<file path="src/adc_pkg.sv">
package adc_pkg;

  // Converter word
  localparam int sample_width  = 18;
  localparam int bits_per_lane = 9;    // Bit pairs per conversion
  localparam int bit_cnt_w     = $clog2(bits_per_lane);

  localparam int sample_max = 2 ** (sample_width - 1) - 1;
  localparam int sample_min = -(2 ** (sample_width - 1));

  // Conversion timing in clk cycles
  localparam int conv_period = 40;
  localparam int conv_time   = 20;     // Start to first burst cycle
  localparam int cnv_width   = 2;
  localparam int burst_len   = 10;     // Five clkout rising edges
  localparam int conv_cnt_w  = $clog2(conv_period);
  localparam int burst_cnt_w = $clog2(burst_len);

  // Output buffer
  localparam int fifo_depth = 8;
  localparam int fifo_ptr_w = $clog2(fifo_depth);
  localparam int fifo_cnt_w = fifo_ptr_w + 1;

  typedef logic signed [sample_width-1:0] sample_t;

  typedef struct packed {
    sample_t ch0;
    sample_t ch1;
  } sample_pair_t;

endpackage
</file>
<file path="src/adc_capture_top.sv">
`timescale 1ns/1ps

module adc_capture_top
  import adc_pkg::*;
(
  input  logic         clk,
  input  logic         rst_n,
  input  logic         run,
  input  sample_t      ch0_offset,
  input  sample_t      ch1_offset,
  input  logic         din0_a,
  input  logic         din0_b,
  input  logic         din1_a,
  input  logic         din1_b,
  input  logic         dco,
  output logic         cnv,
  output logic         clkout,
  output sample_pair_t out_pair,
  output logic         out_valid,
  input  logic         out_ready,
  output logic         overflow
);

  sample_pair_t raw_pair;
  logic         raw_valid;
  sample_pair_t cond_pair;
  logic         cond_valid;

  conv_sequencer conv_sequencer_inst (
    .clk    (clk),
    .rst_n  (rst_n),
    .run    (run),
    .cnv    (cnv),
    .clkout (clkout)
  );

  lane_deserializer lane_deserializer_inst (
    .clk       (clk),
    .rst_n     (rst_n),
    .din0_a    (din0_a),
    .din0_b    (din0_b),
    .din1_a    (din1_a),
    .din1_b    (din1_b),
    .dco       (dco),
    .raw_pair  (raw_pair),
    .raw_valid (raw_valid)
  );

  sample_conditioner sample_conditioner_inst (
    .clk        (clk),
    .rst_n      (rst_n),
    .raw_pair   (raw_pair),
    .raw_valid  (raw_valid),
    .ch0_offset (ch0_offset),
    .ch1_offset (ch1_offset),
    .cond_pair  (cond_pair),
    .cond_valid (cond_valid)
  );

  sample_fifo sample_fifo_inst (
    .clk       (clk),
    .rst_n     (rst_n),
    .in_pair   (cond_pair),
    .in_valid  (cond_valid),
    .out_pair  (out_pair),
    .out_valid (out_valid),
    .out_ready (out_ready),
    .overflow  (overflow)
  );

endmodule

</file>
<file path="src/sample_fifo.sv">
`timescale 1ns/1ps

module sample_fifo
  import adc_pkg::*;
(
  input  logic         clk,
  input  logic         rst_n,
  input  sample_pair_t in_pair,
  input  logic         in_valid,
  output sample_pair_t out_pair,
  output logic         out_valid,
  input  logic         out_ready,
  output logic         overflow
);

  sample_pair_t          mem [fifo_depth];
  logic [fifo_ptr_w-1:0] wr_ptr;
  logic [fifo_ptr_w-1:0] rd_ptr;
  logic [fifo_cnt_w-1:0] count;
  logic                  full;
  logic                  push;
  logic                  pop;

  assign full      = (count == fifo_cnt_w'(fifo_depth));
  assign out_valid = (count != '0);
  assign push      = in_valid && !full;   // Converter cannot stall so drop
  assign pop       = out_valid && out_ready;
  assign out_pair  = mem[rd_ptr];

  always_ff @(posedge clk) begin
    if (push) begin
      mem[wr_ptr] <= in_pair;
    end
  end

  always_ff @(posedge clk or negedge rst_n) begin
    if (!rst_n) begin
      wr_ptr   <= '0;
      rd_ptr   <= '0;
      count    <= '0;
      overflow <= 1'b0;
    end else begin
      if (push) begin
        wr_ptr <= wr_ptr + 1'b1;     // Depth is a power of two
      end
      if (pop) begin
        rd_ptr <= rd_ptr + 1'b1;
      end
      case ({push, pop})
        2'b10:   count <= count + 1'b1;
        2'b01:   count <= count - 1'b1;
        default: count <= count;
      endcase
      if (in_valid && full) begin
        overflow <= 1'b1;            // Sticky until reset
      end
    end
  end

  a_count_bound: assert property (@(posedge clk) disable iff (!rst_n)
    count <= fifo_cnt_w'(fifo_depth));

  a_hold_stable: assert property (@(posedge clk) disable iff (!rst_n)
    (out_valid && !out_ready) |=> (out_valid && $stable(out_pair)));

endmodule

</file>
<file path="src/sample_conditioner.sv">
`timescale 1ns/1ps

module sample_conditioner
  import adc_pkg::*;
(
  input  logic         clk,
  input  logic         rst_n,
  input  sample_pair_t raw_pair,
  input  logic         raw_valid,
  input  sample_t      ch0_offset,
  input  sample_t      ch1_offset,
  output sample_pair_t cond_pair,
  output logic         cond_valid
);

  sample_pair_t next_pair;

  // One extra bit holds the full difference before the clamp
  function automatic sample_t sat_sub(input sample_t raw, input sample_t offset);
    logic signed [sample_width:0] diff;
    sample_t                      result;
    diff = raw - offset;
    if (diff > sample_max) begin
      result = sample_t'(sample_max);
    end else if (diff < sample_min) begin
      result = sample_t'(sample_min);
    end else begin
      result = sample_t'(diff);
    end
    return result;
  endfunction

  assign next_pair.ch0 = sat_sub(raw_pair.ch0, ch0_offset);
  assign next_pair.ch1 = sat_sub(raw_pair.ch1, ch1_offset);

  always_ff @(posedge clk) begin
    if (raw_valid) begin
      cond_pair <= next_pair;
    end
  end

  always_ff @(posedge clk or negedge rst_n) begin
    if (!rst_n) begin
      cond_valid <= 1'b0;
    end else begin
      cond_valid <= raw_valid;
    end
  end

endmodule

</file>
<file path="src/lane_deserializer.sv">
`timescale 1ns/1ps

module lane_deserializer
  import adc_pkg::*;
(
  input  logic         clk,
  input  logic         rst_n,
  input  logic         din0_a,
  input  logic         din0_b,
  input  logic         din1_a,
  input  logic         din1_b,
  input  logic         dco,
  output sample_pair_t raw_pair,
  output logic         raw_valid
);

  logic [3:0]           lanes_s1;    // {din0_a, din0_b, din1_a, din1_b}
  logic [3:0]           lanes_s2;
  logic                 dco_s1;
  logic                 dco_s2;
  logic                 dco_s3;
  logic                 dco_rise;
  logic                 busy;
  logic [bit_cnt_w-1:0] bit_cnt;
  logic                 shift_en;
  logic                 last_pair;
  logic                 pair_done;
  sample_pair_t         acc;

  // Lanes share the dco pipeline depth so they stay aligned
  always_ff @(posedge clk) begin
    lanes_s1 <= {din0_a, din0_b, din1_a, din1_b};
    lanes_s2 <= lanes_s1;
  end

  always_ff @(posedge clk or negedge rst_n) begin
    if (!rst_n) begin
      dco_s1 <= 1'b0;
      dco_s2 <= 1'b0;
      dco_s3 <= 1'b0;
    end else begin
      dco_s1 <= dco;
      dco_s2 <= dco_s1;
      dco_s3 <= dco_s2;              // Edge detect only
    end
  end

  assign dco_rise  = dco_s2 && !dco_s3;
  assign shift_en  = busy || dco_rise;   // First pair lands with the edge
  assign last_pair = busy && (bit_cnt == bit_cnt_w'(bits_per_lane - 1));

  always_ff @(posedge clk or negedge rst_n) begin
    if (!rst_n) begin
      busy      <= 1'b0;
      bit_cnt   <= '0;
      pair_done <= 1'b0;
    end else begin
      pair_done <= last_pair;
      if (!busy) begin
        if (dco_rise) begin
          busy    <= 1'b1;
          bit_cnt <= bit_cnt_w'(1);
        end
      end else if (last_pair) begin
        busy    <= 1'b0;             // Later edges of this burst ignored
        bit_cnt <= '0;
      end else begin
        bit_cnt <= bit_cnt + 1'b1;
      end
    end
  end

  // Lane a fills odd bits, lane b even bits, MSB first
  always_ff @(posedge clk) begin
    if (shift_en) begin
      acc.ch0 <= {acc.ch0[sample_width-3:0], lanes_s2[3], lanes_s2[2]};
      acc.ch1 <= {acc.ch1[sample_width-3:0], lanes_s2[1], lanes_s2[0]};
    end
  end

  always_ff @(posedge clk) begin
    if (pair_done) begin
      raw_pair <= acc;
    end
  end

  always_ff @(posedge clk or negedge rst_n) begin
    if (!rst_n) begin
      raw_valid <= 1'b0;
    end else begin
      raw_valid <= pair_done;
    end
  end

  a_valid_pulse: assert property (@(posedge clk) disable iff (!rst_n)
    raw_valid |=> !raw_valid);

endmodule

</file>
<file path="src/conv_sequencer.sv">
`timescale 1ns/1ps

module conv_sequencer
  import adc_pkg::*;
(
  input  logic clk,
  input  logic rst_n,
  input  logic run,
  output logic cnv,
  output logic clkout
);

  logic                   active;
  logic [conv_cnt_w-1:0]  period_cnt;
  logic                   period_end;
  logic                   burst_start;
  logic                   burst_on;
  logic [burst_cnt_w-1:0] burst_cnt;

  assign period_end  = active && (period_cnt == conv_cnt_w'(conv_period - 1));
  assign burst_start = active && (period_cnt == conv_cnt_w'(conv_time - 1));

  always_ff @(posedge clk or negedge rst_n) begin
    if (!rst_n) begin
      active     <= 1'b0;
      period_cnt <= '0;
    end else if (!active) begin
      active <= run;                 // Counter sits at zero while idle
    end else if (period_end) begin
      active     <= run;             // Finish period and stop if run dropped
      period_cnt <= '0;
    end else begin
      period_cnt <= period_cnt + 1'b1;
    end
  end

  always_ff @(posedge clk or negedge rst_n) begin
    if (!rst_n) begin
      burst_on  <= 1'b0;
      burst_cnt <= '0;
    end else if (burst_start) begin
      burst_on  <= 1'b1;
      burst_cnt <= '0;
    end else if (burst_on) begin
      burst_cnt <= burst_cnt + 1'b1;
      if (burst_cnt == burst_cnt_w'(burst_len - 1)) begin
        burst_on <= 1'b0;
      end
    end
  end

  assign cnv    = active && (period_cnt < conv_cnt_w'(cnv_width));
  assign clkout = burst_on && burst_cnt[0];   // High on odd counts

  // Burst must sit inside its slot of the conversion period
  a_clkout_window: assert property (@(posedge clk) disable iff (!rst_n)
    clkout |-> (active &&
                period_cnt >= conv_cnt_w'(conv_time) &&
                period_cnt <  conv_cnt_w'(conv_time + burst_len)));

endmodule

</file>
<file path="config.mk">
export PLATFORM = sky130hd
export DESIGN_NAME = adc_capture_top
export DESIGN_NICKNAME = d
export VERILOG_FILES = /design/src/adc_pkg.sv /design/src/adc_capture_top.sv /design/src/sample_fifo.sv /design/src/sample_conditioner.sv /design/src/lane_deserializer.sv /design/src/conv_sequencer.sv
export SDC_FILE = /design/constraint.sdc
export NUM_CORES = 1
export LEC_CHECK = 0
export BUFFER_PORTS_ARGS = -buffer_cell sky130_fd_sc_hd__buf_2
export CAP_MARGIN = 30
export CORE_MARGIN = 3
export CORE_UTILIZATION = 65
export CTS_CLUSTER_SIZE = 12
export DETAILED_ROUTE_END_ITERATION = 10
export PLACE_DENSITY = 0.87
export SLEW_MARGIN = 20
export SYNTH_ARGS = -nofsm -noshare
export SYNTH_HDL_FRONTEND = slang
export SYNTH_SLANG_ARGS = --single-unit
</file>
<file path="constraint.sdc">
create_clock -name clk -period 9.5 [get_ports clk]
set_input_delay 0.475 -clock clk [delete_from_list [all_inputs] [get_ports clk]]
set_output_delay 0.475 -clock clk [all_outputs]
set_load 0.01 [all_outputs]
</file>
==> results.py <==
metrics = {
    "cells_and_area": {
        "layout.nets": 1209,
        "final_cell_mix": "edfxtp_1, buf_2, mux4_2",
        "multiInputGateArea_um2": 4660,
        "regArea_um2": 12900,
        "fillerInstances": 1524,
        "synthToLayoutAreaGrowth_pct": 11.9,
        "layout-drive-gt1-share_pct": 24.6,
        "antenna_cells": 0,
        "final_common_cell": "edfxtp_1",
    },
    "synth": {
        "synth_top_area_share_pct": 66.6,
        "synth_flop_cell": "edfxtp_1",
        "avgSynthCellArea_um2": 17.8,
        "synthTopCellsByArea": "edfxtp_1, mux4_2, dfrtp_1",
        "ys_ff_latch": 438,
        "synth_cell_types": 60,
        "ys_seq_area_share_pct": 72.2,
        "synth_fp_nets": 1095,
        "ys_warn_count": 0,
        "synth.cell_area_um2": 17900,
        "synth_top_area_cell": "edfxtp_1",
        "synthCells": 1001,
        "synth_edf_count": 396,
        "synthArstFlopShare_pct": 7.76,
    },
    "clocking": {
        "cts.clk_slew.worst_paths_ps": 60,
        "cts_tree": "done",
        "cts-root-buf": "clkbuf_16",
        "holdBufCountCts": 0,
        "post_cts_buffers": 0,
        "cts_buffers": 43,
        "htreeDepth": 2,
        "post_cts_resized": 0,
        "clkSinkCount": 438,
        "cts_max_path_buffers": 3,
        "clk_latency_ps": 540,
    },
    "power": {
        "leakagePower_nw": 7.09,
        "power_density_nw_per_um2": 268,
        "vdd_drop_max_v": 0.000208,
    },
    "worst_setup_path": {
        "critPathRequiredTime_ps": 9030,
        "worstReg2RegStart": "lane_deserializer_inst.raw_pair[0]",
        "rr_worst_depth": 10,
        "crit_type": "register to output pin",
        "worst-path-max-fanout": 42,
        "start_kind": "register",
        "arrival_ps": 3300,
        "end_kind": "output pin",
        "timing.rr.end": "sample_conditioner_inst.cond_pair[11]",
        "r2r_setup_slack_ps": 6290,
    },
    "route": {
        "vias_per_cell": 6.27,
        "totalWireLength_mm": 34.5,
        "drc": 0,
        "drtIter0Drc": 883,
        "final_antenna_net_count": 0,
        "drtPass1Iterations": 5,
        "routedWlPerCell_um": 23.3,
        "route.vias.total": 9296,
    },
    "global_routing": {
        "grt_pass1_vias": 9617,
        "antenna_found_initial": 1,
        "overflow": 0,
        "grt_max_degree": 53,
        "grt_pass1_wl_mm": 53.8,
        "grt.total_usage_pct": 24.2,
    },
    "run_status": {
        "outcome": "completed",
    },
    "sta": {
        "worstMarginPinSlew_ps": 847,
        "postLayoutSetupSlackWorst_ps": 5720,
        "tns_ps": 0,
        "slew_viol_final": 0,
        "finalCriticalPeriod_ps": 3780,
        "skew_ps": 18.2,
        "finalCritPeriodShare_pct": 39.8,
        "rsz0062_at_grt": "false",
        "fmax_mhz": 265,
        "finalSetupViolations": 0,
        "relSlewSlack_pct": 43.5,
        "hold_viol_final": 0,
    },
    "place": {
        "dp_slack_ps": 6100,
        "port_buffers": 84,
        "hpwl_mm": 20.1,
        "place.gp.congestion": 0.851,
    },
    "run": {
        "maxCapViolCount": 0,
    },
    "floorplan": {
        "die_area_um2": 29500,
        "initial_core_util_pct": 66.3,
        "num_rows": 60,
        "coreArea_um2": 27000,
        "pin_count": 85,
        "die_h_um": 172,
        "die_x_um": 172,
    },
    "worst_hold_path": {
        "min-delay-path-class": "input port to asynchronous set/reset pin",
    },
}
-- stage by stage --
stage,utilization (%),instance area [um^2],hold WS [ps],cells,power [mW]
after detailed placement,69.5,18700,316,1411,3.87
after global placement,69.5,18700,311,1411,3.81
after CTS,74.1,20000,13.3,1482,5.41
after global routing,74.1,20000,19.3,1482,5.60
final,74.1,20000,12.3,1482,5.36
after floorplan,-,17900,179,1001,3.47
-- worst max path at each step --
stage	cells after the start	start	endpoint
finish	4	sample_fifo_inst.rd_ptr[0]	out_pair[14]
global route	4	sample_fifo_inst.rd_ptr[0]	out_pair[14]
CTS	4	sample_fifo_inst.rd_ptr[0]	out_pair[14]
detailed placement	10	ch0_offset[3]	sample_conditioner_inst.cond_pair[28]
global placement	10	ch0_offset[3]	sample_conditioner_inst.cond_pair[21]
floorplan	5	sample_fifo_inst.count[0]	sample_fifo_inst.mem[2][0]
-- where the power goes --
part / switching [mW] / total [mW] / internal (mW) / leakage [nW]
sequential: 0.219 / 2.59 / 2.37 / 4.09
clock: 0.657 / 1.52 / 0.867 / 0.600
combinational: 0.607 / 1.25 / 0.641 / 2.39
-- sequential cells by signal (all words and copies together), names as in the netlist, 3 cells and up --
name / count
conv_sequencer_inst.burst_cnt: 4
conv_sequencer_inst.period_cnt: 6
lane_deserializer_inst.acc: 36
lane_deserializer_inst.bit_cnt: 4
lane_deserializer_inst.lanes_s1: 4
lane_deserializer_inst.lanes_s2: 4
lane_deserializer_inst.raw_pair: 36
sample_conditioner_inst.cond_pair: 36
sample_fifo_inst.count: 4
sample_fifo_inst.mem: 288
sample_fifo_inst.rd_ptr: 3
sample_fifo_inst.wr_ptr: 3
-- worst max-delay path, stage by stage (launching register included) --
cell and delay (ps):
dfrtp_4 980, buf_4 670, mux4_2 630, mux2_2 310, buf_2 150
-- cells in the mapped netlist (2+ instances only) --
library cell,number
nand4_1,3
and2_1,4
nand4b_1,2
nor3_1,11
a311oi_1,2
inv_1,59
o21ai_1,12
dfxtp_1,8
o21ai_0,34
a211oi_1,4
xor2_1,12
nor4_1,4
buf_1,7
edfxtp_1,396
mux4_2,72
and3_1,6
o211ai_1,4
o21bai_1,4
a21oi_1,35
buf_2,4
a21o_1,9
maj3_2,3
fa_1,3
dfrtp_1,34
o31ai_1,2
or2_2,3
o2111ai_1,4
nor2_1,23
xnor2_1,29
nor3b_1,4
or3_1,3
nand2_1,42
o21a_1,3
ha_1,46
nand3_1,13
nand2b_1,5
a31oi_1,6
maj3_1,3
mux2_2,39
nor2b_1,6
clkbuf_1,17
and4_1,3
-- cell families after synthesis --
| logic type | synth area share [%] |
|---|---|
| flip-flops | 72.2 |
| AND/OR/NAND/NOR | 3.92 |
| multiplexers | 11.6 |
| XOR/XNOR | 2.01 |
| adder cells (fa/ha/maj) | 3.92 |
| buffers and inverters | 1.90 |
| AO/OA/AOI/OAI | 4.42 |
-- final cells by class --
| type | instances | share of cell area [%] |
|---|---|---|
| Clock buffer | 66 | 6.02 |
| Clock inverter | 5 | 0.175 |
| Inverter | 59 | 1.11 |
| Multi-Input combinational cell | 475 | 23.3 |
| Sequential cell | 438 | 64.6 |
| Tap cell | 341 | 2.14 |
| Timing Repair Buffer | 98 | 2.63 |
-- layer usage --
| layer | wire [um] | GRT usage, % | share of wire, % |
|---|---|---|---|
| met1 | 14200 | 34.0 | 41 |
| met4 | 970 | 8.54 | 2.8 |
| met2 | 17100 | 39.7 | 49 |
| met5 | 7 | 0 | 0.020 |
| met3 | 2230 | 3.79 | 6.5 |
Power figures use the tool's default switching activity.
